### src/fx2_pkg.sv
////////////////////////////////////////////////////////////////////////////
// Types and bit positions shared by the FX2 bus interface
// I is always carried in the upper half of a sample
////////////////////////////////////////////////////////////////////////////

`default_nettype none

package fx2_pkg;

   // One 16-bit word on the host bus
   typedef logic [15:0] usb_word_t;

   // One I/Q sample, I in [31:16] and Q in [15:0]
   typedef logic [31:0] sample_t;

   // Words taken in the current WR burst
   // Top bit set means the 256-word packet is complete
   typedef logic [8:0]  word_count_t;

   // Debug bus for the logic analyser header
   typedef logic [11:0] debug_bus_t;

   // Bit positions in usbctl
   localparam int unsigned CTL_WR = 0;
   localparam int unsigned CTL_RD = 1;
   localparam int unsigned CTL_OE = 2;

   // Bit positions in usbrdy
   localparam int unsigned RDY_SPACE    = 0;
   localparam int unsigned RDY_PKT      = 1;
   localparam int unsigned RDY_UNDERRUN = 2;
   localparam int unsigned RDY_OVERRUN  = 3;

   // Which half of the receive head goes out on the host bus
   typedef enum logic
   {
      PHASE_I = 1'b0,
      PHASE_Q = 1'b1
   } rx_phase_t;

endpackage

`default_nettype wire
### src/fx2_rx_serializer.sv
////////////////////////////////////////////////////////////////////////////
// Host must read I then Q; dropping RD after an I word still pops the sample
////////////////////////////////////////////////////////////////////////////

`timescale 1ns/1ps
`default_nettype none

module fx2_rx_serializer (
   input  wire                    usbclk,
   input  wire                    reset,
   input  wire [5:0]              usbctl,
   input  wire fx2_pkg::sample_t  head,
   output logic                   pop,
   output fx2_pkg::usb_word_t     usbdata_out,
   output logic                   usbdata_oe
);

   import fx2_pkg::*;

   logic      rd;
   rx_phase_t phase;

   assign rd = usbctl[CTL_RD];

   // Pad ring drives the bus from OE directly
   assign usbdata_oe = usbctl[CTL_OE];

   ////////////////////////////////////////////////////////////////////////////
   // Phase machine
   // First RD cycle shows I, then alternates each edge
   always_ff @(posedge usbclk or posedge reset)
   begin
      if (reset)
         phase <= PHASE_I;
      else if (!rd)
         phase <= PHASE_I;
      else if (phase == PHASE_I)
         phase <= PHASE_Q;
      else
         phase <= PHASE_I;
   end

   // Edge in Q phase retires the sample
   // FIFO ignores this when empty, so the head just repeats
   assign pop = (phase == PHASE_Q);

   // Half-word mux
   always_comb
   begin
      case (phase)
         PHASE_I: usbdata_out = head[31:16];
         default: usbdata_out = head[15:0];
      endcase
   end

endmodule

`default_nettype wire

### config.mk
export PLATFORM = sky130hd
export DESIGN_NAME = fx2_rx_serializer
export DESIGN_NICKNAME = d
export VERILOG_FILES = /design/src/fx2_pkg.sv /design/src/fx2_rx_serializer.sv
export SDC_FILE = /design/constraint.sdc
export NUM_CORES = 1
export LEC_CHECK = 0
export ABC_AREA = 1
export BUFFER_PORTS_ARGS = -buffer_cell sky130_fd_sc_hd__buf_4
export CAP_MARGIN = 20
export CORE_AREA = 2 2 39 41
export CTS_CLUSTER_SIZE = 24
export DETAILED_ROUTE_END_ITERATION = 12
export DIE_AREA = 0 0 41 43
export PLACE_DENSITY = 0.72
export SYNTH_ARGS = -nofsm -noshare
export SYNTH_HDL_FRONTEND = slang
export SYNTH_SLANG_ARGS = --single-unit
### constraint.sdc
create_clock -name usbclk -period 1.8 [get_ports usbclk]
set_input_delay 0.27 -clock usbclk [delete_from_list [all_inputs] [get_ports usbclk]]
set_output_delay 0.27 -clock usbclk [all_outputs]
set_load 0.01 [all_outputs]
==> impl_metrics.csv <==
group,metric,value,unit
final_layout,final_cell_mix,"buf_4, nand2_1, nand2_2",
setup_path,startpoint_type,"flip-flop",
setup_path,cp_slowest_cell,"dfrtp_1",
timing,relSlewSlack,65.0,%
grt,grt_usage,12.7,%
timing,skew,0,ps
grt,use_met3,0.524,%
placement,io_buffers,51,
detailed_routing,wl,1050,um
timing,finalCriticalPeriod,1390,ps
timing,hold_viol_final,0,
floorplan,num_io_pins,58,
flow_run,drv_cap,0,
final_layout,drive_gt1_share,55.2,%
setup_path,crit_buf_inv,2,
setup_path,critical_path_required,1530,ps
pwr,powerDensity,318,mW/mm^2
grt,grt_pass1_wl,1700,um
floorplan,coreArea,0.00138,sq mm
setup_path,rrSetupSlack,740,ps
floorplan,dieArea,0.00176,sq mm
detailed_routing,via_per_inst,4.06,
clock_network,clk_latency,0,ps
setup_path,timing.rr.start,"pop",
yosys,synth.distinct_cells,9,
pwr,p_total,0.206,mW
grt,overflow,0,
timing,slew_viol_final,0,
final_layout,largest_reg_flops,1,
grt,grt_max_degree,17,
setup_path,r2r_end,"pop",
grt,busiest_layer,"met2",
clock_network,cts_resized,0,
yosys,synth_warnings,0,
setup_path,cp_max_fo,14,
detailed_routing,drc,0,
detailed_routing,antenna_left,0,
final_layout,layout_commonest_cell,"buf_4",
clock_network,hold_buffers,0,
detailed_routing,post_drt_wl_per_cell,8.71,um
final_layout,syn2layout_area_growth,125,%
floorplan,die_w,41,um
setup_path,cpLargestDelayFamily,"flip-flops",
timing,fin_setup_tns,0,ps
yosys,netlist_area,288,sq um
placement,gp_congestion,0.614,
clock_network,cts.reportedPaths.clkPinSlew,0,ps
pwr,ir_drop,0.193,mV
worst_hold_path,worstHoldPathType,"input port to asynchronous set/reset pin",
floorplan,start_util,20.8,%
timing,worst-slew-pin-transition,525,ps
timing,setup_viol,0,
timing,grt_setup_unrepaired,"false",
timing,max_freq,0.720,GHz
yosys,syn_avg_cell_area,5.05,sq um
pwr,total_leakage_power,0.421,nW
detailed_routing,drtIter0Drc,2,
grt,met2_usage,23.8,%
clock_network,cts_setup_buffers,0,
grt,grt_util_met1,15.9,%
final_layout,final_net_count,147,
status,status,"complete, no violations",
setup_path,worstPathArrival,1120,ps
grt,grt_pass1_vias,425,
detailed_routing,vias,491,
floorplan,fp-row-count,14,
placement,dp_hpwl,893,um
setup_path,criticalPathCategory,"flip-flop to output pin",
setup_path,ff2ff_path_depth,2,
setup_path,crit_path_end_kind,"output pin",
final_layout,diodes,0,
yosys,ys_ff_latch,1,
yosys,synthCells,57,
timing,period_share,77.1,%
setup_path,critPathLaunch,"pop",
grt,antenna_found_initial,0,
detailed_routing,dr.pass1.iters,2,
floorplan,die_h,43,um
timing,hold_ws,116,ps
setup_path,cp_cell_sequence,"buf_4 > nand2_1 > nand2_1 > buf_4",
yosys,seq_area_frac_synth,8.70,%
setup_path,max_stage_delay,650,ps
yosys,synth_nets,97,
-- per-layer routing --
layer / share of wire [%] / vias to the layer above
met5: 0 / -
met4: 0 / 0
met3: 8.2 / 0
met2: 58 / 21
met1: 34 / 209
li1: - / 261
-- worst max path at each step --
stage | slack, ps | cells after the start | to
floorplan | 660 | 5 | usbdata_out[10]
CTS | 380 | 4 | usbdata_out[8]
global route | 300 | 4 | usbdata_out[8]
global placement | 400 | 4 | usbdata_out[7]
finish | 410 | 4 | usbdata_out[8]
detailed placement | 380 | 4 | usbdata_out[8]
-- per-stage QoR --
step	worst slack [ps]	area [sq um]	cells	util, %
6_report	411	648	121	46.8
3_5_place_dp	382	648	121	46.8
3_3_place_gp	403	648	121	46.8
4_1_cts	377	648	121	46.8
5_1_grt	302	648	121	46.8
2_1_floorplan	662	288	57	-
-- cells in the mapped netlist --
master   instances  area (sq um)
nand2_1         43           161
buf_6            2          22.5
nand2_2          5          31.3
inv_6            1          8.76
nor2_1           1          3.75
buf_12           1          20.0
dfrtp_1          1          25.0
buf_4            1          7.51
inv_1            2          7.51
-- cell type report --
| class | count | area, sq um |
|---|---|---|
| Fill cell | 171 | 736 |
| Timing Repair Buffer | 52 | 390 |
| Multi-Input combinational cell | 49 | 196 |
| Sequential cell | 1 | 25.0 |
| Tap cell | 16 | 20.0 |
| Inverter | 3 | 16.3 |
-- power breakdown --
part	total [mW]	switching, mW	internal (mW)
clock network	0	0	0
registers	0.0316	0.00730	0.0243
logic	0.174	0.0692	0.105
-- cells by family (layout without fill, tap and decap cells) --
kind of cell  count (synthesis)  count (layout)  share of synthesized area (%)
buf+inv                       7              55                           23.0
flops                         1               1                           8.69
simple gates                 49              49                           68.3
Note: power is estimated with default switching activity, not from simulation.
