<file path="src/fx2_pkg.sv">
////////////////////////////////////////////////////////////////////////////
// Types and bit positions shared by the FX2 bus interface
// I is always carried in the upper half of a sample
////////////////////////////////////////////////////////////////////////////

`default_nettype none

package fx2_pkg;

   // One 16-bit word on the host bus
   typedef logic [15:0] usb_word_t;

   // One I/Q sample, I in [31:16] and Q in [15:0]
   typedef logic [31:0] sample_t;

   // Words taken in the current WR burst
   // Top bit set means the 256-word packet is complete
   typedef logic [8:0]  word_count_t;

   // Debug bus for the logic analyser header
   typedef logic [11:0] debug_bus_t;

   // Bit positions in usbctl
   localparam int unsigned CTL_WR = 0;
   localparam int unsigned CTL_RD = 1;
   localparam int unsigned CTL_OE = 2;

   // Bit positions in usbrdy
   localparam int unsigned RDY_SPACE    = 0;
   localparam int unsigned RDY_PKT      = 1;
   localparam int unsigned RDY_UNDERRUN = 2;
   localparam int unsigned RDY_OVERRUN  = 3;

   // Which half of the receive head goes out on the host bus
   typedef enum logic
   {
      PHASE_I = 1'b0,
      PHASE_Q = 1'b1
   } rx_phase_t;

endpackage

`default_nettype wire
</file>
<file path="src/fx2_status_flags.sv">
////////////////////////////////////////////////////////////////////////////
// Thresholds compare registered FIFO levels; usbrdy[5:4] are spare and zero
////////////////////////////////////////////////////////////////////////////

`timescale 1ns/1ps
`default_nettype none

module fx2_status_flags #(
   parameter int TX_SPACE_LIMIT  = 1920,
   parameter int RX_PKT_LINES    = 128,
   parameter int FIFO_DEPTH_LOG2 = 11
) (
   input  wire                       usbclk,
   input  wire                       reset,
   input  wire [FIFO_DEPTH_LOG2:0]   tx_level,
   input  wire [FIFO_DEPTH_LOG2:0]   rx_level,
   input  wire                       tx_empty,
   input  wire                       tx_full,
   input  wire                       rx_empty,
   input  wire                       rx_full,
   input  wire                       rxstrobe,
   input  wire                       txstrobe,
   input  wire                       rx_phase_q,
   input  wire                       underrun,
   input  wire                       clear_status,
   output logic [5:0]                usbrdy,
   output fx2_pkg::debug_bus_t       debugbus
);

   import fx2_pkg::*;

   // Limits sized to the level bus
   localparam logic [FIFO_DEPTH_LOG2:0] SPACE_LIMIT =
      (FIFO_DEPTH_LOG2+1)'(TX_SPACE_LIMIT);
   localparam logic [FIFO_DEPTH_LOG2:0] PKT_LINES =
      (FIFO_DEPTH_LOG2+1)'(RX_PKT_LINES);

   logic have_space;
   logic have_pkt_rdy;
   logic overrun;

   // Room for one more host packet
   assign have_space   = (tx_level <= SPACE_LIMIT);
   // A whole packet is waiting for the host
   assign have_pkt_rdy = (rx_level >= PKT_LINES);

   // Sticky overrun, a new event beats clear_status
   always_ff @(posedge usbclk or posedge reset)
   begin
      if (reset)
         overrun <= 1'b0;
      else if (rxstrobe && rx_full)
         overrun <= 1'b1;
      else if (clear_status)
         overrun <= 1'b0;
   end

   ////////////////////////////////////////////////////////////////////////////
   // Host ready lines
   always_comb
   begin
      usbrdy               = '0;
      usbrdy[RDY_SPACE]    = have_space;
      usbrdy[RDY_PKT]      = have_pkt_rdy;
      usbrdy[RDY_UNDERRUN] = underrun;
      usbrdy[RDY_OVERRUN]  = overrun;
   end

   // Debug bus, same bit order as the older board
   assign debugbus = {have_pkt_rdy,
                      have_space,
                      rxstrobe && !rx_full,
                      rx_phase_q,
                      rxstrobe,
                      txstrobe,
                      rx_full,
                      rx_empty,
                      tx_full,
                      tx_empty,
                      overrun,
                      underrun};

endmodule

`default_nettype wire

</file>
<file path="config.mk">
export PLATFORM = sky130hd
export DESIGN_NAME = fx2_status_flags
export DESIGN_NICKNAME = d
export VERILOG_FILES = /design/src/fx2_pkg.sv /design/src/fx2_status_flags.sv
export SDC_FILE = /design/constraint.sdc
export NUM_CORES = 1
export LEC_CHECK = 0
export ABC_AREA = 1
export ABC_CLOCK_PERIOD_IN_PS = 900
export BUFFER_PORTS_ARGS = -buffer_cell sky130_fd_sc_hd__buf_2
export CAP_MARGIN = 0
export CORE_MARGIN = 2
export CORE_UTILIZATION = 21
export CTS_CLUSTER_DIAMETER = 60
export CTS_CLUSTER_SIZE = 10
export DETAILED_ROUTE_END_ITERATION = 16
export PLACE_DENSITY = 0.72
export REMOVE_ABC_BUFFERS = 1
export SLEW_MARGIN = 20
export SYNTH_ARGS = -nofsm -noshare
export SYNTH_HDL_FRONTEND = slang
export SYNTH_SLANG_ARGS = --single-unit
export TNS_END_PERCENT = 100
</file>
<file path="constraint.sdc">
create_clock -name usbclk -period 0.9 [get_ports usbclk]
set_clock_uncertainty 0.05 [all_clocks]
set_input_delay 0.225 -clock usbclk [delete_from_list [all_inputs] [get_ports usbclk]]
set_output_delay 0.225 -clock usbclk [all_outputs]
set_load 0.01 [all_outputs]
</file>
==> impl_summary.md <==
Outcome
The flow ran to the end, but the final reports show violations. The checks that failed: negative setup slack.

STA
The max-slew violation count came to 0. The final hold violation count is 0. Setup repair after global routing could not meet its margin everywhere. The fraction of the cycle the final worst path needs is 1.200. Setup violations remaining at the end of the flow were counted as 4. The routed design could run at a clock period as short as 1080 ps. Timing would allow up to 0.9258 GHz.

The worst hold slack is 8.409 ps. The post-route worst setup slack is -180.2 ps.

Cells and area
The footprint of the multi-input gates is 100.1 um^2. Across the whole layout, storage elements account for around 25 um^2. The largest registers in the layout are overrun: 1 flops.

The number of antenna diodes in the final layout is 0. The flip-flop count of the largest register after layout is 1. The fraction of final layout cells sized beyond drive strength 1 is 0.6308. Compared with the post-synthesis result, the final layout area differs by 35.00%. The total of fill cells in the finished design is between 150 and 200. Once layout is complete, the utilization of the core stands at 0.2929. The top register by number of flip-flops is overrun.

At the end of the flow, the number of nets in the layout was between 100 and 150.

Detailed routing
The number of violations reported at the end of detailed-routing iteration 0 is 0. In the final routed layout, each cell accounts on average for ~8.3 um. Across all layers, the routed design uses 297 vias. The routed wire length is between 600 and 700 um.

The remaining number of nets flagged by the antenna check after routing is 0. For this run, the detailed router's first-pass iteration total came to 1. For this run, design rule violations remaining after detail routing come to 0.

The detailed-route vias per instance is 3.713.

CTS
The clock network latency to the later pin of the worst-skew pair is 0 ps. The clock transition at the registers of the reported paths is 0 ps. The number of buffers inserted for hold repair after clock tree synthesis is 0.

Die
The row count is 13. The initial utilization of the core area, before any placement, comes to 0.2170. The total core area is 1269 um^2. The die height is 40.21 um. The floorplan step set the die width to 40.21 um. The die outline area is approximately 1600 um^2. 53 I/O pins were placed.

Global routing
The first global-routing pass estimated 1055 um of wire. The via count of the first global-routing pass is 267. In the global route stage, overall resource usage came out at 0.09464. The initial antenna violation count is 0.

Global routing finished with a remaining overflow of 0. The maximum number of pins on one net before global-route repair is 4.

Synthesis
For this run, the leading register cell type out of synthesis is dfrtp_1. By count the netlist is led by buf_4 (17), inv_1 (11), nand2_1 (11), nor2_1 (4). Counting flops with a built-in enable in the synthesized netlist gives 0. In the synthesized netlist the async set-or-reset flop fraction comes to 1.000. The synthesized instance count is 49. After synthesis the netlist holds a flip-flop and latch count of 1. In this run the mean area of a mapped cell was 5.618 um^2. Of the post-synthesis cell area, the dominant cell type holds 0.4636. Yosys printed 0 warnings. The synthesized netlist contains 10 unique library cells.

After synthesis, the cell types taking the most area are buf_4 (46%), inv_1 (15%), nand2_1 (15%), dfrtp_1 (9.1%), nor2_1 (5.5%). The share of synthesized area occupied by flip-flops and latches is 0.09091. The cell with the most instances after synthesis is buf_4. Of all cell types, the one taking the most synthesized area is buf_4. In this run the cell area of the synthesized design comes to 275.3 um^2.

Power and ir drop
The leakage power summed over all cells is 0.2414 nW. Of the total power, the share spent switching nets is 0.3381. The share of total power dissipated in combinational logic is 0.720.

The internal cell power is between 0.1 and 0.15 mW. The net switching power is 0.06328 mW. The power share of the sequential group is 0.280. The share of total power dissipated in the clock network is 0. IR analysis of the VDD net gives a maximum drop of between 100 and 150 uV. The power density over cell area is 503.7 nW/um^2.

Place
Routability-driven placement finished with a final weighted congestion of between 0.6 and 0.7. The number of port buffers is 30. The post-placement setup slack is -221.8 ps. Once detailed placement completed, the half-perimeter wirelength came to 576.6 um.

Worst setup path
At the worst endpoint, the required time is 620 ps. Of all nets on the critical path, the largest fanout is 2. The reg-to-reg startpoint is overrun. The nature of the critical path startpoint is an input port. The number of cells on the worst reg-to-reg path is 2.

Across all register-to-register paths, the minimum setup slack is 240 ps. In this run the critical register-to-register path is captured at overrun. For the worst setup path, the data arrival time is just over 800 ps. The kind of capture point of the worst setup path is a primary output. The worst setup path is of the in -> out kind.

Min path
The tightest min-delay check is of the in -> async type.

Flow run
The tool flagged a number of max-cap violations equal to 0.
-- worst max-delay path, cell delays in order --
cell	delay (ps)
buf_6	70
inv_4	30
buf_4	110
buf_4	110
nand2_1	50
nand2_1	60
buf_2	140
-- area by class of cell --
| type | instances | share of cell area |
|---|---|---|
| Timing Repair Buffer | 32 | 0.4949 |
| Tap cell | 15 | 0.05051 |
| Sequential cell | 1 | 0.06734 |
| Inverter | 11 | 0.1178 |
| Multi-Input combinational cell | 21 | 0.2694 |
-- cells by family after synthesis --
logic type	share of synthesized area
and+or+nand+nor	0.2636
DFF	0.09089
buffers and inverters	0.6136
AOI/OAI and AO/OA	0.01816
other	0.01362
-- through the flow --
stage | power, mW | area [um^2] | setup TNS (ps) | cells
after floorplan | 0.09254 | 151.4 | -31.35 | 33
after global placement | 0.1641 | 327.8 | -571.0 | 79
after detailed placement | 0.1680 | 327.8 | -605.5 | 79
after CTS | 0.1803 | 355.3 | -527.0 | 80
after global routing | 0.2087 | 371.6 | -679.8 | 80
final | 0.1872 | 371.6 | -462.1 | 80
-- cell usage in the layout (no fill, tap or decap) --
cell     instances
nor2_1           2
inv_2            2
buf_6            3
nand3_1          1
nor3_2           1
buf_2           27
conb_1           2
nor2_2           3
dfrtp_1          1
buf_4            2
o21ai_0          1
inv_4            1
nand2_2          2
nand2_1          9
inv_1            8
-- power by group through the flow --
stage	sequential (mW)	combinational, mW	clock [mW]
floorplan	0.0569	0.0356	0
global placement	0.0521	0.112	0
detailed placement	0.0525	0.115	0
CTS	0.0525	0.128	0
global route	0.0533	0.155	0
finish	0.0524	0.135	0
-- worst max-delay path by stage --
stage / start / to / slack (ps) / cells after the start
finish: tx_level[11] / debugbus[10] / -180 / 7
global route: tx_level[3] / debugbus[10] / -250 / 7
CTS: tx_level[11] / debugbus[10] / -210 / 8
detailed placement: tx_level[11] / debugbus[10] / -220 / 8
global placement: tx_level[11] / debugbus[10] / -210 / 8
floorplan: tx_level[11] / debugbus[10] / -20 / 5
-- per-layer routing --
metal / up-vias / share of wire / global-route usage
met4: 0 / 0.029 / 0.02500
li1: 151 / - / -
met3: 2 / 0.16 / 0.08333
met5: - / 0 / 0
met2: 17 / 0.56 / 0.1653
met1: 127 / 0.24 / 0.07869
-- repair_timing --
item                       4_1_cts  5_1_grt
setup endpoints to repair        4        4
buffers inserted                 1        0
resized for setup                5        7
cloned                           0        0
pin swaps                        6        8
Note: power is estimated with default switching activity, not from simulation.
