### config.mk
export PLATFORM = sky130hd
export DESIGN_NAME = dac_sample_drain
export DESIGN_NICKNAME = d
export VERILOG_FILES = /design/src/fx2_pkg.sv /design/src/dac_sample_drain.sv
export SDC_FILE = /design/constraint.sdc
export NUM_CORES = 1
export LEC_CHECK = 0
export ABC_CLOCK_PERIOD_IN_PS = 800
export CORE_AREA = 2 2 39 41
export CTS_BUF_LIST = sky130_fd_sc_hd__clkbuf_8 sky130_fd_sc_hd__clkbuf_16
export CTS_CLUSTER_DIAMETER = 40
export DETAILED_ROUTE_END_ITERATION = 16
export DIE_AREA = 0 0 41 43
export DONT_BUFFER_PORTS = 1
export GPL_ROUTABILITY_DRIVEN = 0
export PLACE_DENSITY = 0.44
export SLEW_MARGIN = 0
export SYNTH_ARGS = -nofsm -noshare
export SYNTH_HDL_FRONTEND = slang
export SYNTH_SLANG_ARGS = --single-unit
export TNS_END_PERCENT = 100
### constraint.sdc
create_clock -name usbclk -period 0.8 [get_ports usbclk]
set_input_delay 0.04 -clock usbclk [delete_from_list [all_inputs] [get_ports usbclk]]
set_output_delay 0.04 -clock usbclk [all_outputs]
set_load 0.05 [all_outputs]
### src/fx2_pkg.sv
////////////////////////////////////////////////////////////////////////////
// Types and bit positions shared by the FX2 bus interface
// I is always carried in the upper half of a sample
////////////////////////////////////////////////////////////////////////////

`default_nettype none

package fx2_pkg;

   // One 16-bit word on the host bus
   typedef logic [15:0] usb_word_t;

   // One I/Q sample, I in [31:16] and Q in [15:0]
   typedef logic [31:0] sample_t;

   // Words taken in the current WR burst
   // Top bit set means the 256-word packet is complete
   typedef logic [8:0]  word_count_t;

   // Debug bus for the logic analyser header
   typedef logic [11:0] debug_bus_t;

   // Bit positions in usbctl
   localparam int unsigned CTL_WR = 0;
   localparam int unsigned CTL_RD = 1;
   localparam int unsigned CTL_OE = 2;

   // Bit positions in usbrdy
   localparam int unsigned RDY_SPACE    = 0;
   localparam int unsigned RDY_PKT      = 1;
   localparam int unsigned RDY_UNDERRUN = 2;
   localparam int unsigned RDY_OVERRUN  = 3;

   // Which half of the receive head goes out on the host bus
   typedef enum logic
   {
      PHASE_I = 1'b0,
      PHASE_Q = 1'b1
   } rx_phase_t;

endpackage

`default_nettype wire
### src/dac_sample_drain.sv
////////////////////////////////////////////////////////////////////////////
// DAC sees zero while the transmit FIFO is empty
////////////////////////////////////////////////////////////////////////////

`timescale 1ns/1ps
`default_nettype none

module dac_sample_drain (
   input  wire                    usbclk,
   input  wire                    reset,
   input  wire                    txstrobe,
   input  wire fx2_pkg::sample_t  head,
   input  wire                    empty,
   input  wire                    clear_status,
   output logic                   pop,
   output fx2_pkg::sample_t       txdata,
   output logic                   underrun
);

   import fx2_pkg::*;

   // One pop per strobe, only when there is something to take
   assign pop = txstrobe && !empty;

   // Mute instead of replaying a stale head
   assign txdata = empty ? sample_t'('0) : head;

   // Sticky underrun
   // A new strobe on empty wins over clear_status in the same cycle
   always_ff @(posedge usbclk or posedge reset)
   begin
      if (reset)
         underrun <= 1'b0;
      else if (txstrobe && empty)
         underrun <= 1'b1;
      else if (clear_status)
         underrun <= 1'b0;
   end

endmodule

`default_nettype wire

==> results.json, run 1 <==
{
  "slew_headroom_pct": 89.92,
  "finClkSkew_ns": 0,
  "place_ws_ns": 0.1554,
  "drc": 0,
  "grt_setup_unrepaired": "false",
  "grt_pass1_wl_mm": 1.055,
  "top_register": "underrun",
  "vdd_drop_max_uv": 430.9,
  "startpoint_type": "register",
  "ys.flop_type": "dfrtp_1",
  "wl_um": 935,
  "worst-path-buf-inv": 1,
  "period_needed_ns": 0.6352,
  "hp-start": "clear_status",
  "status": "finished, final reports clean",
  "ys_ff_latch": 1,
  "cts_resized": 0,
  "layout.cells.non_filler": 89,
  "slowest_stage": "dfrtp_2",
  "synth_area_leaders": "nor2b_1 78%, dfrtp_1 9.4%, buf_2 3.8%",
  "critical_path_class": "reg -> reg",
  "yosys.area.top_type_share_pct": 77.83,
  "rows": 14,
  "syn_nets": 78,
  "die_area_sq_um": 1763,
  "yosys_warnings": 0,
  "finalMaxSlewViolations": 0,
  "antenna_cells": 0,
  "finalSetupViolations": 0,
  "arrival_ns": 0.50,
  "postRouteAntennaNets": 0,
  "dpl_cell_area_sq_um": 531.8,
  "core_sq_um": 1384,
  "antenna_found_initial": 0,
  "crit_required_ns": 0.67,
  "worstMarginPinSlew_ns": 0.1496,
  "crit_family": "flip-flops",
  "avgSynthCellArea_sq_um": 6.470,
  "syn2layout_area_growth_pct": 104.2,
  "largest_reg_flops": 1,
  "viasPerCell": 4.101,
  "grt_pass1_vias": 267,
  "synthArstFlopShare_pct": 100.0,
  "dpl.cell_count": 88,
  "grt_max_degree": 35,
  "drt_pass1_iterations": 1,
  "worst-path-max-fanout": 2,
  "fin_area_sq_um": 541.8,
  "grt_use_total_pct": 7.800,
  "nets": 112,
  "hold_class": "in -> reg",
  "largestRegisters": "underrun x1",
  "grt-ovfl-total": 0,
  "synthTopCellsByCount": "33 x nor2b_1, 2 x buf_2, 2 x inv_1",
  "dpl.hpwl_um": 803.1,
  "fin_crit_sh_pct": 79.40,
  "powerDensity_nw_per_um2": 1126,
  "clk_pin_slew_ns": 0,
  "routedWlPerCell_um": 10.51,
  "cp_slowest_stage_delay_ns": 0.38,
  "timing.fmax_ghz": 1.574,
  "vias": 365,
  "start_util_pct": 19.17,
  "synth_cell_type_count": 7,
  "maxCapViolations": 0,
  "drive_above_1_share_pct": 52.05,
  "synth_edf_count": 0,
  "drt_iter0_drc": 0,
  "crit_chain": "inv_1 > o21ai_0",
  "finalHoldViolations": 0,
  "netlist_area_sq_um": 265.3,
  "io_buffers": 0,
  "clk_latency_ns": 0,
  "r2r-start": "underrun",
  "worstSetupStartpoint": "underrun",
  "fin_util_pct": 39.15,
  "die_w_um": 41,
  "pin_count": 71,
  "synth_seq_area_share_pct": 9.434,
  "leakagePower_nw": 0.2778,
  "chipHeight_um": 43,
  "yosysMostFrequentCell": "nor2b_1",
  "synthDominantAreaCellType": "nor2b_1",
  "cp-end-kind": "register",
  "netlist_instances": 41,
  "fin_ws_ns": 0.1648
}
==> final timing paths <==
check                            to  slack [ns]  cells after the start
setup / recovery           underrun        0.16                      2
hold / removal             underrun        0.15                      1
setup reg to reg           underrun        0.16                      2
hold reg to reg            underrun        0.56                      2
max in group asynchronous  underrun        0.38                      2
min in group asynchronous  underrun        0.32                      2
==> what timing repair did <==
item | in CTS | in global routing
setup buffers | 0 | 0
endpoints found under the hold margin | 1 | 0
hold buffers | 1 | 0
==> through the flow <==
step / power [mW] / setup TNS (ns) / hold WS, ns
floorplan: 0.4835 / -3.540 / -0.2313
global placement: 0.6059 / 0 / -0.2276
detailed placement: 0.6088 / 0 / -0.2258
CTS: 0.6126 / 0 / 0.1582
global route: 0.6306 / 0 / 0.1797
finish: 0.6100 / 0 / 0.1517
==> per-layer routing <==
layer  track usage, %  up-vias  routed length (um)
met3                0        0                 160
met2            15.94       32                 503
met5                0        -                   0
met4                0        0                   0
li1                 -      183                   -
met1            8.571      150                 271
==> layout make-up <==
class                      instances  area (sq um)
timing repair buffer              35         265.3
tap                               16         20.02
inverter                           2         7.507
multi-input combinational         35         222.7
sequential                         1         26.28
fill                             151         842.1
==> worst reg2reg max path, stage by stage (launching register included) <==
cell,delay (ns)
dfrtp_2,0.38
inv_1,0.05
o21ai_0,0.08
==> layout by cell type, fill, tap and decap left out <==
| master | Yosys | routed |
|---|---|---|
| nor2b_1 | 33 | 30 |
| buf_4 | 1 | 34 |
| inv_1 | 2 | 2 |
| dfrtp_2 | 0 | 1 |
| dlygate4sd3_1 | 0 | 1 |
| o21ai_0 | 1 | 1 |
| nor2b_2 | 0 | 3 |
| nand2_1 | 1 | 1 |
==> kinds of logic after synthesis <==
kind of cell,Yosys count,share of synthesized area (%)
AO/OA/AOI/OAI,1,1.885
AND/OR/NAND/NOR,34,79.24
flip-flops,1,9.432
buffers and inverters,5,9.436
==> where the power goes <==
part	leakage, nW	internal [mW]	switching [mW]	total [mW]
sequential	0.0110	0.0568	0.00228	0.0591
combinational	0.267	0.166	0.385	0.551
clock	0	0	0	0
total	0.278	0.223	0.387	0.610
No activity file was read; power rests on OpenSTA's default activity.
==> run 2: changes to the inputs <==
- ABC_AREA: unset -> 1
- PLACE_DENSITY: 0.44 -> 0.5
==> run 2 against run 1 <==
- area after synthesis is 29% higher
- synthesized cell count is 85% higher
- flip-flop and latch count stayed put
- register-to-register slack better by 0.03 ns
- critical endpoint unchanged
==> results.json, run 2 <==
{
  "antenna_found_initial": 0,
  "die_w_um": 41,
  "cts_setup_buffers": 0,
  "arrival_ns": 0.48,
  "io_buffers": 0,
  "synth_compound_area_share_pct": 0,
  "synthAdderAreaFrac_pct": 0,
  "vias": 474,
  "grt_setup_unrepaired": "false",
  "grt_pass1_wl_mm": 1.235,
  "maxCapViolations": 0,
  "start_util_pct": 24.68,
  "timing.fmax_ghz": 1.657,
  "wl_um": 943,
  "final_cell_mix": "35 x inv_1, 34 x buf_4, 27 x nor2_1",
  "avgSynthCellArea_sq_um": 4.494,
  "met3_usage_pct": 1.571,
  "synth_simple_gate_area_share_pct": 41.03,
  "syn_nets": 113,
  "top_register": "underrun",
  "synth_edf_count": 0,
  "worst-path-max-fanout": 2,
  "syn2layout_area_growth_pct": 73.63,
  "grt_use_met1_pct": 6.962,
  "synth_cell_type_count": 6,
  "yosysMostFrequentCell": "inv_1",
  "clk_latency_ns": 0,
  "hold_class": "in -> reg",
  "drc": 0,
  "largest_reg_flops": 1,
  "whs_path_depth": 2,
  "pin_count": 71,
  "routedWlPerCell_um": 7.667,
  "largestRegisters": "underrun x1",
  "crit_required_ns": 0.68,
  "drt_iter0_drc": 2,
  "finalMaxSlewViolations": 0,
  "dpl.cell_count": 122,
  "core_sq_um": 1384,
  "fin_crit_sh_pct": 75.44,
  "cts_resized": 0,
  "synth_seq_area_share_pct": 7.326,
  "synthXorXnorAreaFrac_pct": 0,
  "top_usage_layer": "met2",
  "critical_path_class": "reg -> reg",
  "nets": 146,
  "synthTopCellsByCount": "35 x inv_1, 31 x nor2_1, 4 x buf_6",
  "worstMarginPinSlew_ns": 0.1499,
  "r2r_cells": 2,
  "synth_area_leaders": "inv_1 38%, nor2_1 34%, buf_6 13%",
  "status": "finished, final reports clean",
  "grt-ovfl-total": 0,
  "synth_top_family_by_area": "buffers and inverters",
  "dpl.hpwl_um": 805.5,
  "vdd_drop_max_uv": 393.7,
  "ys.flop_type": "dfrtp_1",
  "layout.cells.non_filler": 123,
  "yosys.area.top_type_share_pct": 38.46,
  "startpoint_type": "register",
  "finalHoldViolations": 0,
  "finClkSkew_ns": 0,
  "layout_commonest_cell": "inv_1",
  "ctsHoldBuffers": 1,
  "grt_pass1_vias": 357,
  "netlist_instances": 76,
  "netlist_area_sq_um": 341.6,
  "total_power_uw": 622.9,
  "clk_pin_slew_ns": 0,
  "antenna_cells": 0,
  "cp-end-kind": "register",
  "finalSetupViolations": 0,
  "slew_headroom_pct": 90.09,
  "rows": 14,
  "grt_max_degree": 35,
  "postRouteAntennaNets": 0,
  "viasPerCell": 3.854,
  "grt_util_met2_pct": 20.63,
  "chipHeight_um": 43,
  "grt_use_total_pct": 9.091,
  "ys_ff_latch": 1,
  "drt_pass1_iterations": 3,
  "hold_ws_ns": 0.1606,
  "leakagePower_nw": 0.4493,
  "powerDensity_nw_per_um2": 1050,
  "nFillCells": 154,
  "yosys_warnings": 0,
  "drive_above_1_share_pct": 38.32,
  "muxShareOfSynthArea_pct": 0,
  "synthDominantAreaCellType": "inv_1",
  "die_area_sq_um": 1763,
  "synthArstFlopShare_pct": 100.0,
  "period_needed_ns": 0.6035
}
==> run 2: worst paths after layout <==
kind,from,endpoint,slack [ns]
hold reg to reg,underrun,underrun,0.47
setup / recovery,underrun,underrun,0.20
max in group asynchronous,reset,underrun,0.36
setup reg to reg,underrun,underrun,0.20
hold / removal,empty,underrun,0.16
min in group asynchronous,reset,underrun,0.33
==> run 2: cell families (layout without fill, tap and decap cells) <==
| logic type | after synthesis | count (layout) |
|---|---|---|
| buf+inv | 39 | 70 |
| simple gates | 36 | 36 |
| flops | 1 | 1 |
==> run 2: critical path, stage by stage (launching register included) <==
cell and delay (ns):
dfrtp_2 0.37, nand2_1 0.07, nand2_1 0.04
==> run 2: report_power, final <==
| group | switching (mW) | leakage, nW | internal (mW) |
|---|---|---|---|
| Clock | 0 | 0 | 0 |
| Sequential | 0.00216 | 0.0110 | 0.0568 |
| Combinational | 0.406 | 0.438 | 0.158 |
| Total | 0.408 | 0.449 | 0.215 |
==> run 2: cell type report <==
| cell class | count | area, sq um | share of cell area (%) |
|---|---|---|---|
| repair buffers | 35 | 265.3 | 44.73 |
| flip-flops and latches | 1 | 26.28 | 4.430 |
| well taps | 16 | 20.02 | 3.376 |
| inverters | 35 | 131.4 | 22.15 |
| multi-input cells | 36 | 150.1 | 25.32 |
==> run 2: routing by layer <==
| metal | up-vias | part of all wire [%] |
|---|---|---|
| met4 | 0 | 0 |
| met3 | 0 | 13 |
| li1 | 251 | - |
| met5 | - | 0 |
| met1 | 187 | 35 |
| met2 | 36 | 52 |
==> run 2: through the flow <==
step                      setup WS, ns  setup TNS (ns)  utilization (%)  instance area [sq um]
after CTS                       0.1870               0            42.86                  593.1
after floorplan                -0.1860          -4.637                -                  352.8
final                           0.1965               0            42.86                  593.1
after global routing            0.1599               0            42.86                  593.1
after global placement          0.1985               0            42.13                  583.1
after detailed placement        0.1870               0            42.13                  583.1
