<file path="config.mk">
export PLATFORM = sky130hd
export DESIGN_NAME = fx2_tx_assembler
export DESIGN_NICKNAME = d
export VERILOG_FILES = /design/src/fx2_pkg.sv /design/src/fx2_tx_assembler.sv
export SDC_FILE = /design/constraint.sdc
export NUM_CORES = 1
export LEC_CHECK = 0
export BUFFER_PORTS_ARGS = -buffer_cell sky130_fd_sc_hd__buf_2
export CAP_MARGIN = 20
export CELL_PAD_IN_SITES_DETAIL_PLACEMENT = 2
export CELL_PAD_IN_SITES_GLOBAL_PLACEMENT = 2
export CORE_MARGIN = 2
export CORE_UTILIZATION = 32
export CTS_CLUSTER_SIZE = 16
export DETAILED_ROUTE_END_ITERATION = 8
export PLACE_DENSITY = 0.87
export SLEW_MARGIN = 5
export SYNTH_ARGS = -nofsm -noshare
export SYNTH_HDL_FRONTEND = slang
export SYNTH_SLANG_ARGS = --single-unit
</file>
<file path="constraint.sdc">
create_clock -name usbclk -period 2.5 [get_ports usbclk]
set_clock_uncertainty 0.15 [all_clocks]
set_input_delay 0.25 -clock usbclk [delete_from_list [all_inputs] [get_ports usbclk]]
set_output_delay 0.25 -clock usbclk [all_outputs]
set_load 0.03 [all_outputs]
</file>
<file path="src/fx2_pkg.sv">
////////////////////////////////////////////////////////////////////////////
// Types and bit positions shared by the FX2 bus interface
// I is always carried in the upper half of a sample
////////////////////////////////////////////////////////////////////////////

`default_nettype none

package fx2_pkg;

   // One 16-bit word on the host bus
   typedef logic [15:0] usb_word_t;

   // One I/Q sample, I in [31:16] and Q in [15:0]
   typedef logic [31:0] sample_t;

   // Words taken in the current WR burst
   // Top bit set means the 256-word packet is complete
   typedef logic [8:0]  word_count_t;

   // Debug bus for the logic analyser header
   typedef logic [11:0] debug_bus_t;

   // Bit positions in usbctl
   localparam int unsigned CTL_WR = 0;
   localparam int unsigned CTL_RD = 1;
   localparam int unsigned CTL_OE = 2;

   // Bit positions in usbrdy
   localparam int unsigned RDY_SPACE    = 0;
   localparam int unsigned RDY_PKT      = 1;
   localparam int unsigned RDY_UNDERRUN = 2;
   localparam int unsigned RDY_OVERRUN  = 3;

   // Which half of the receive head goes out on the host bus
   typedef enum logic
   {
      PHASE_I = 1'b0,
      PHASE_Q = 1'b1
   } rx_phase_t;

endpackage

`default_nettype wire
</file>
<file path="src/fx2_tx_assembler.sv">
////////////////////////////////////////////////////////////////////////////
// Host words pair up as I then Q; words past 256 in one WR burst are dropped
////////////////////////////////////////////////////////////////////////////

`timescale 1ns/1ps
`default_nettype none

module fx2_tx_assembler (
   input  wire                      usbclk,
   input  wire                      reset,
   input  wire [5:0]                usbctl,
   input  wire fx2_pkg::usb_word_t  usbdata_in,
   output fx2_pkg::sample_t         sample,
   output logic                     commit
);

   import fx2_pkg::*;

   logic        wr;
   logic        accept;
   word_count_t count;

   assign wr = usbctl[CTL_WR];

   // Stop taking words once a full packet has arrived
   assign accept = wr && !count[$high(count)];

   ////////////////////////////////////////////////////////////////////////////
   // Half-sample register
   always_ff @(posedge usbclk)
   begin
      if (accept)
      begin
         // Even word count is I, odd is Q
         if (count[0])
            sample[15:0] <= usbdata_in;
         else
            sample[31:16] <= usbdata_in;
      end
   end

   ////////////////////////////////////////////////////////////////////////////
   // Burst counter and commit
   always_ff @(posedge usbclk or posedge reset)
   begin
      if (reset)
      begin
         count  <= '0;
         commit <= 1'b0;
      end
      else
      begin
         if (accept)
            count <= count + 1'b1;
         else if (!wr)
            count <= '0;
         // Held at 256 while WR stays high

         // Q word just stored, so the pair is complete next cycle
         // FIFO takes the sample on the edge that ends the pulse
         commit <= accept && count[0];
      end
   end

endmodule

`default_nettype wire

</file>
==> flow_summary.yaml, run 1 <==
yosys:
  synth_cell_types: 26
  synth_fp_nets: 102
  ys.flop_type: "edfxtp_1"
  synth_edf_count: 32
  syn_area_per_cell_sq_um: 19.0
  syn-cell-area_sq_um: 1470
  syn_inst: 77
  async_flop_share: 0.238
  ys_warn_count: 0
  ys_seq_area_frac: 0.827
  ys_ff_latch: 42
global_routing:
  met1_usage: 0.216
  grt_pass1_wl_um: 6290
  grt_max_degree: 17
  use_met3: 0.0689
  use_met2: 0.284
  grt_overflow: 0
  grtUsageTotal: 0.172
  busiest_layer: "met2"
  grt_pass1_vias: 1050
  antenna_found_initial: 0
floorplan:
  ioPinCount: 57
  die_area_sq_um: 5140
  initial_core_util: 0.334
  rows: 24
  die_w_um: 71.7
  fp.dieH_um: 71.7
  core_sq_um: 4380
worst_setup_path:
  arrival_ns: 1.88
  startpoint: "count[0]"
  cp_max_fo: 5
  cp.required_ns: 2.55
  crit_type: "reg -> reg"
  startpoint_type: "flip-flop"
  timing.rr.start: "count[0]"
  cp-end-kind: "flip-flop"
finish:
  final_common_cell: "buf_2"
  fin_nets: 167
  diodes: 0
  fillCellCount: 430
  area_growth_pct: 34.8
  final_cell_mix: "buf_2, edfxtp_1, dfrtp_1"
  final_util: 0.451
  drive_gt1_frac: 0.448
  fin_cells: 195
job:
  maxCapViolCount: 0
timing:
  worst_slew_pin_slew_ns: 0.440
  slew_violations: 0
  final_hold_viol_count: 0
  min_period_over_period: 0.732
  holdWs_ns: 0.00930
  fmax_mhz: 547
  rsz0062_at_grt: "no"
  max_slew_margin: 0.706
  fin_setup_tns_ns: 0
  min_period_ns: 1.83
  finalSetupViolCount: 0
route:
  drtAntennaViolNets: 0
  wl_per_cell_um: 21.7
  post-route-drc-count: 0
  via_count: 952
  drt_iter0_drc: 78
  first_pass_iters: 4
  vias_per_cell: 4.88
  wirelength_um: 4230
power:
  power.density_nw_per_um2: 739
  peakVddDrop_mv: 0.262
  p_leak_nw: 0.836
min_path:
  hp-start: "usbdata_in[12]"
  min_path_type: "in -> reg"
clocking:
  cts_root_buffer: "clkbuf_8"
  cts_buffers: 5
  clk_pin_slew_ns: 0.08
  cts_tree: "built"
  clock_latency_ns: 0.29
  htreeDepth: 2
  cts_setup_buffers: 0
  clock-sinks: 42
  cts_buffer_depth: 2
  cts_resized: 0
placed_design:
  placed_cells: 180
  gp_congestion: 0.763
  io_buffer_count: 51
  dp.final_hpwl_um: 3270
run_status:
  outcome: "finished clean"
==> synthesized netlist by cell type, types with 2 or more instances <==
library cell / number / share of area
a21boi_1: 3 / 0.015
and2_1: 4 / 0.017
dfrtp_1: 10 / 0.17
edfxtp_1: 32 / 0.66
nand3_1: 2 / 0.0068
o21ai_0: 2 / 0.0068
or3_1: 2 / 0.0085
xnor2_1: 4 / 0.024
==> where the power goes <==
| part | leakage (nW) | total, mW | switching, mW | internal (mW) |
|---|---|---|---|---|
| Sequential | 0.437 | 0.803 | 0.0166 | 0.786 |
| Clock | 0.0579 | 0.517 | 0.223 | 0.294 |
| Combinational | 0.342 | 0.141 | 0.0966 | 0.0441 |
| Total | 0.836 | 1.46 | 0.336 | 1.12 |
==> cell families after synthesis <==
logic type | share of synthesized area
fa+ha+maj | 0.00854
simple gates | 0.0931
mux | 0.00683
compound gates | 0.0325
xor+xnor | 0.0239
flops | 0.827
buf+inv | 0.00853
==> path summary, 6_finish.rpt <==
| kind | to | slack [ns] | depth (start not counted) |
|---|---|---|---|
| setup / recovery | count[6] | 0.67 | 4 |
| hold / removal | sample[12] | 0.009 | 1 |
| setup reg to reg | count[6] | 0.67 | 4 |
| hold reg to reg | count[7] | 0.44 | 2 |
| max in group asynchronous | count[6] | 1.53 | 3 |
| min in group asynchronous | count[4] | 0.37 | 3 |
==> metal layers <==
metal	share of wire	up-vias
met5	0	-
met3	0.080	4
met1	0.41	481
met4	0.0061	0
li1	-	415
met2	0.50	52
==> final cells by class <==
type	count	area (sq um)	area share
Clock buffer	5	68.8	0.0348
Clock inverter	3	40.0	0.0203
Inverter	1	3.75	0.00190
Multi-Input combinational cell	32	246	0.125
Sequential cell	42	1210	0.613
Tap cell	52	65.1	0.0329
Timing Repair Buffer	60	340	0.172
==> per-stage QoR <==
stage	total power, mW	setup slack, ns	cell area (sq um)
after detailed placement	0.951	0.672	1800
after global routing	1.51	0.567	1980
after global placement	0.933	0.876	1800
after CTS	1.47	0.629	1950
final	1.46	0.671	1980
after floorplan	0.887	0.186	1470
==> registers in the layout, indices dropped and copies added (netlist names) <==
name and flops:
commit 1, count 9, sample 32
==> what timing repair did <==
item,CTS,global route
hold endpoints to repair,16,6
hold buffers,4,3
endpoints found under the setup margin,0,0
==> critical path, cell delays in order (launching register included) <==
cell and delay, ns:
dfrtp_1 0.49, ha_1 0.29, nand2_2 0.08, or4_1 0.49
a21boi_1 0.23
Power figures use the tool's default switching activity.
==> run 2, diff against run 1 <==
- ABC_AREA: unset -> 1
- CORE_UTILIZATION: 32 -> 31
- PLACE_DENSITY: 0.87 -> 0.88
- clock period: 2.5 -> 1.8 ns (I/O delays scaled with it)
==> run 2 against run 1 <==
  * Critical path depth unchanged
  * Count of clock-buffer cells in the layout unchanged
  * Combinational power increased by 49%
  * Critical endpoint is now sample[22]
  * Largest cell class unchanged
  * Largest power group unchanged
==> flow_summary.yaml, run 2 <==
yosys:
  synth-compound-area-share: 0.0255
  ys.flop_type: "edfxtp_1"
  synth_top_cell_by_area: "edfxtp_1"
  synth_area_leaders: "edfxtp_1, dfrtp_1, nor2_1"
  synthAdderAreaFrac: 0.00850
  syn_inst: 97
  synth_top_family_by_area: "simple AND/OR/NAND/NOR gates"
  synth_top_cell_area_share: 0.653
  synth_cell_types: 19
  synth.most_common_cell: "edfxtp_1"
  synth_common_cells: "edfxtp_1, nor2_1, dfrtp_1, nand2_1, inv_1"
  async_flop_share: 0.238
  syn-cell-area_sq_um: 1470
  syn_area_per_cell_sq_um: 15.2
  ys_ff_latch: 42
  synth.area.mux_share: 0
  synth_edf_count: 32
  synth-xor-area-share: 0
  synth_fp_nets: 122
  synthSimpleGateAreaFrac: 0.111
  ys_warn_count: 0
  ys_seq_area_frac: 0.823
route:
  wl_per_cell_um: 16.8
  vias_per_cell: 4.60
  via_count: 1048
  drtAntennaViolNets: 0
  post-route-drc-count: 0
  first_pass_iters: 4
  wirelength_um: 3840
  drt_iter0_drc: 23
timing:
  min_period_over_period: 0.865
  slew_violations: 0
  fin_ws_ns: 0.243
  min_period_ns: 1.56
  fin_setup_tns_ns: 0
  max_slew_margin: 0.719
  final_hold_viol_count: 0
  rsz0062_at_grt: "no"
  fmax_mhz: 642
  worst_slew_pin_slew_ns: 0.422
  finalSetupViolCount: 0
finish:
  diodes: 0
  finalInstanceArea_sq_um: 2060
  final_cell_mix: "buf_2, edfxtp_1, dlygate4sd3_1"
  final_common_cell: "buf_2"
  final_util: 0.442
  top_register: "sample"
  drive_gt1_frac: 0.379
  largestRegisters: "sample x32, count x9, commit x1"
  area_growth_pct: 40.0
  fin_nets: 198
  largest_register_ffs: 32
global_routing:
  grt_overflow: 0
  antenna_found_initial: 0
  grtUsageTotal: 0.160
  grt_max_degree: 17
  grt_pass1_wl_um: 6150
  grt_pass1_vias: 1192
clocking:
  cts_resized: 0
  cts_root_buffer: "clkbuf_8"
  cts_buffers: 5
  cts_tree: "built"
  htreeDepth: 2
  clock-sinks: 42
  clock_latency_ns: 0.29
  cts_buffer_depth: 2
  clk_pin_slew_ns: 0.08
  cts_setup_buffers: 0
power:
  power.density_nw_per_um2: 930
  peakVddDrop_mv: 0.317
  p_leak_nw: 0.884
floorplan:
  initial_core_util: 0.316
  die_w_um: 72.9
  core_sq_um: 4660
  rows: 25
  die_area_sq_um: 5310
  fp.dieH_um: 72.9
  ioPinCount: 57
run_status:
  outcome: "finished clean"
worst_setup_path:
  cp-end-kind: "flip-flop"
  crit_type: "reg -> reg"
  startpoint_type: "flip-flop"
  cp.required_ns: 1.64
  cp_max_fo: 16
  rrSetupSlack_ns: 0.24
  arrival_ns: 1.39
job:
  maxCapViolCount: 0
min_path:
  min_path_type: "in -> reg"
placed_design:
  dpl_cell_area_sq_um: 1800
  dpl_worst_slack_ns: 0.304
  dp.final_hpwl_um: 2480
  io_buffer_count: 51
  gp_congestion: 0.766
## run 2: cell count changes in the layout (fill, tap and decap cells not counted), sizes merged, moves of 2 or more
cell         before  now
or3               2    0
nand3             2    5
a21boi            3    0
nor2              1   14
inv               1   11
a21oi             0    3
xnor2             4    0
nand4b            2    0
nand2             2   12
and2              4    1
dlygate4sd3       7   17
## run 2: final timing paths
check	from	end	cells after the start
max	count[8]	sample[22]	4
min	usbctl[0]	count[5]	3
max reg2reg	count[8]	sample[22]	4
min reg2reg	count[6]	count[6]	2
max in group asynchronous	reset	count[1]	3
min in group asynchronous	reset	count[0]	3
## run 2: stage by stage
| stage | instances | hold WS (ns) | power, mW |
|---|---|---|---|
| after floorplan | 97 | -0.130 | 1.23 |
| after global placement | 203 | 0.0374 | 1.30 |
| after detailed placement | 203 | 0.0497 | 1.31 |
| after CTS | 228 | 0.0468 | 1.92 |
| after global routing | 228 | 0.0770 | 1.99 |
| final | 228 | 0.0516 | 1.91 |
## run 2: area by class of cell
cell class | instances | area [sq um]
inverter | 11 | 41.3
timing repair buffer | 70 | 440
multi-input combinational | 43 | 214
sequential | 42 | 1210
clock buffer | 5 | 68.8
clock inverter | 3 | 16.3
tap | 54 | 67.6
fill | 449 | 2600
## run 2: logic make-up (layout without fill, tap and decap cells)
kind of cell,count (synthesis),in the layout
DFF,42,42
and+or+nand+nor,35,35
AOI/OAI and AO/OA,7,7
adders and majority gates,1,1
buffers and inverters,12,89
## run 2: critical path, cell delays in order (launching register included)
cell     delay, ns
dfrtp_1       0.43
inv_2         0.13
nand2_1       0.08
nor2_1        0.17
buf_4         0.28
## run 2: repair_timing
| item | in CTS | in global routing |
|---|---|---|
| hold endpoints to repair | 42 | 0 |
| endpoints found under the setup margin | 0 | 0 |
| hold buffers | 17 | 0 |
## run 2: power by group
| part | switching [mW] | internal (mW) |
|---|---|---|
| Sequential | 0.0173 | 1.09 |
| Clock | 0.331 | 0.266 |
| Combinational | 0.137 | 0.0725 |
| Total | 0.485 | 1.43 |
## run 2: layer usage
| layer | track usage | routed length [um] |
|---|---|---|
| met5 | 0 | 0 |
| met4 | 0.0494 | 47 |
| met3 | 0.0401 | 233 |
| met2 | 0.280 | 1920 |
| met1 | 0.194 | 1630 |
==> run 3, diff against run 2 <==
- GPL_TIMING_DRIVEN: unset -> 0
==> run 3 against run 2 <==
  * Utilization grew 0.81 points
  * The flow now finishes with violations (setup timing)
  * Sequential share of layout area shrank 1.1 points
  * Wire length grew 30%
  * Sequential power is essentially flat
  * Count of clock-buffer cells in the layout grew 1
  * Largest cell class unchanged
  * Total power grew 9.7%
  * Largest power group unchanged
  * Register-to-register slack lost 0.30 ns
  * Highest routed layer is now met5
  * Combinational power grew 6%
==> flow_summary.yaml, run 3 (synthesis results as in run 2) <==
run_status:
  outcome: "complete, but fails checks"
  violations: "setup timing"
floorplan:
  die_w_um: 72.9
  core_sq_um: 4660
  fp.dieH_um: 72.9
  rows: 25
  initial_core_util: 0.316
  ioPinCount: 57
  die_area_sq_um: 5310
timing:
  worst_slew_pin_slew_ns: 0.628
  fmax_mhz: 539
  slew_violations: 0
  finalSetupViolCount: 22
  min_period_ns: 1.85
  fin_setup_tns_ns: -0.779
  max_slew_margin: 0.580
  min_period_over_period: 1.03
  final_hold_viol_count: 0
  rsz0062_at_grt: "yes"
  fin_ws_ns: -0.0548
worst_setup_path:
  cp_max_fo: 11
  crit_slowest_cell: "nor2_1"
  crit_type: "reg -> reg"
  cp.required_ns: 1.66
  cp-end-kind: "flip-flop"
  cp_cell_sequence: "inv_2, nand2_1, nor2_1, buf_6"
  arrival_ns: 1.72
  cpPeakStageDelay_ns: 0.50
  r2r_cells: 4
  startpoint_type: "flip-flop"
finish:
  final_common_cell: "buf_2"
  largest_register_ffs: 32
  top_register: "sample"
  largestRegisters: "sample x32, count x9, commit x1"
  area_growth_pct: 42.5
  finalInstanceArea_sq_um: 2100
  diodes: 0
  fin_nets: 199
  drive_gt1_frac: 0.383
  final_cell_mix: "buf_2, edfxtp_1, dlygate4sd3_1"
route:
  vias_per_cell: 4.79
  via_count: 1097
  drtAntennaViolNets: 0
  wirelength_um: 4990
  first_pass_iters: 4
  wl_per_cell_um: 21.8
  drt_iter0_drc: 74
  post-route-drc-count: 0
global_routing:
  grt_pass1_vias: 1255
  grt_overflow: 0
  grt_pass1_wl_um: 7630
  grtUsageTotal: 0.206
  grt_max_degree: 14
  antenna_found_initial: 1
power:
  pwr-share-clk: 0.364
  peakVddDrop_mv: 0.380
  internal-power_mw: 1.58
  power.density_nw_per_um2: 1000
  p_leak_nw: 0.900
  p_total_mw: 2.10
  combPwrFrac: 0.106
  p_switching_mw: 0.520
  seqPwrFrac: 0.530
  swShare: 0.247
clocking:
  clock-sinks: 42
  clk_pin_slew_ns: 0.08
  cts_buffer_depth: 2
  htreeDepth: 2
  cts_setup_buffers: 0
  cts_tree: "built"
  cts_root_buffer: "clkbuf_8"
  cts_buffers: 5
  clock_latency_ns: 0.30
job:
  maxCapViolCount: 0
min_path:
  min_path_type: "in -> reg"
  hold_depth: 4
placed_design:
  dpl_cell_area_sq_um: 1820
  dp.final_hpwl_um: 2940
  gp_congestion: 0.761
  io_buffer_count: 51
run 3: cell count changes in the layout (fill, tap and decap cells not counted), sizes merged:
cell	previous run	this run
bufinv	0	1
clkbuf	5	6
clkinv	2	0
buf	53	54
run 3: power groups by stage:
stage	logic (mW)	registers, mW	clock network (mW)
detailed placement	0.184	1.13	0
floorplan	0.0360	1.20	0
global placement	0.169	1.13	0
CTS	0.216	1.11	0.760
global route	0.237	1.12	0.820
finish	0.222	1.11	0.766
run 3: worst max-delay path: cells and delay by family, from the launching register on:
family,cells,cell delay (ns)
simple gates,2,0.59
flops,1,0.44
buf+inv,2,0.39
run 3: layout make-up:
class | count | area, sq um
fill | 440 | 2560
sequential | 42 | 1210
timing repair buffer | 70 | 448
multi-input combinational | 43 | 214
clock buffer | 6 | 72.6
tap | 54 | 67.6
inverter | 11 | 41.3
clock inverter | 2 | 37.5
buffer | 1 | 5.00
run 3: routing by layer:
| metal | track usage | vias up | share of wire |
|---|---|---|---|
| met4 | 0.0720 | 2 | 0.019 |
| met3 | 0.0787 | 12 | 0.077 |
| met1 | 0.240 | 539 | 0.40 |
| li1 | - | 488 | - |
| met2 | 0.348 | 56 | 0.50 |
| met5 | 0 | - | 0.0026 |
run 3: worst paths after layout:
check                      slack (ns)    endpoint  startpoint
min in group asynchronous        0.25    count[5]       reset
setup / recovery                -0.05  sample[16]    count[8]
max in group asynchronous        0.97    count[0]       reset
hold reg to reg                  0.37    count[6]    count[6]
hold / removal                   0.18    count[7]   usbctl[0]
setup reg to reg                -0.05  sample[16]    count[8]
run 3: stage by stage:
step | instances | hold slack, ns | utilization | worst slack, ns
5_1_grt | 229 | 0.211 | 0.450 | -0.189
4_1_cts | 229 | 0.184 | 0.450 | -0.0294
2_1_floorplan | 97 | -0.130 | - | -0.0191
3_5_place_dp | 204 | 0.0395 | 0.390 | -0.0115
3_3_place_gp | 202 | 0.0303 | 0.385 | -0.312
6_report | 229 | 0.180 | 0.450 | -0.0548
run 3: repair_timing:
action | 4_1_cts | 5_1_grt
resized for setup | 0 | 0
endpoints found under the hold margin | 42 | 0
endpoints found under the setup margin | 22 | 22
pin swaps | 0 | 0
hold buffers | 17 | 0
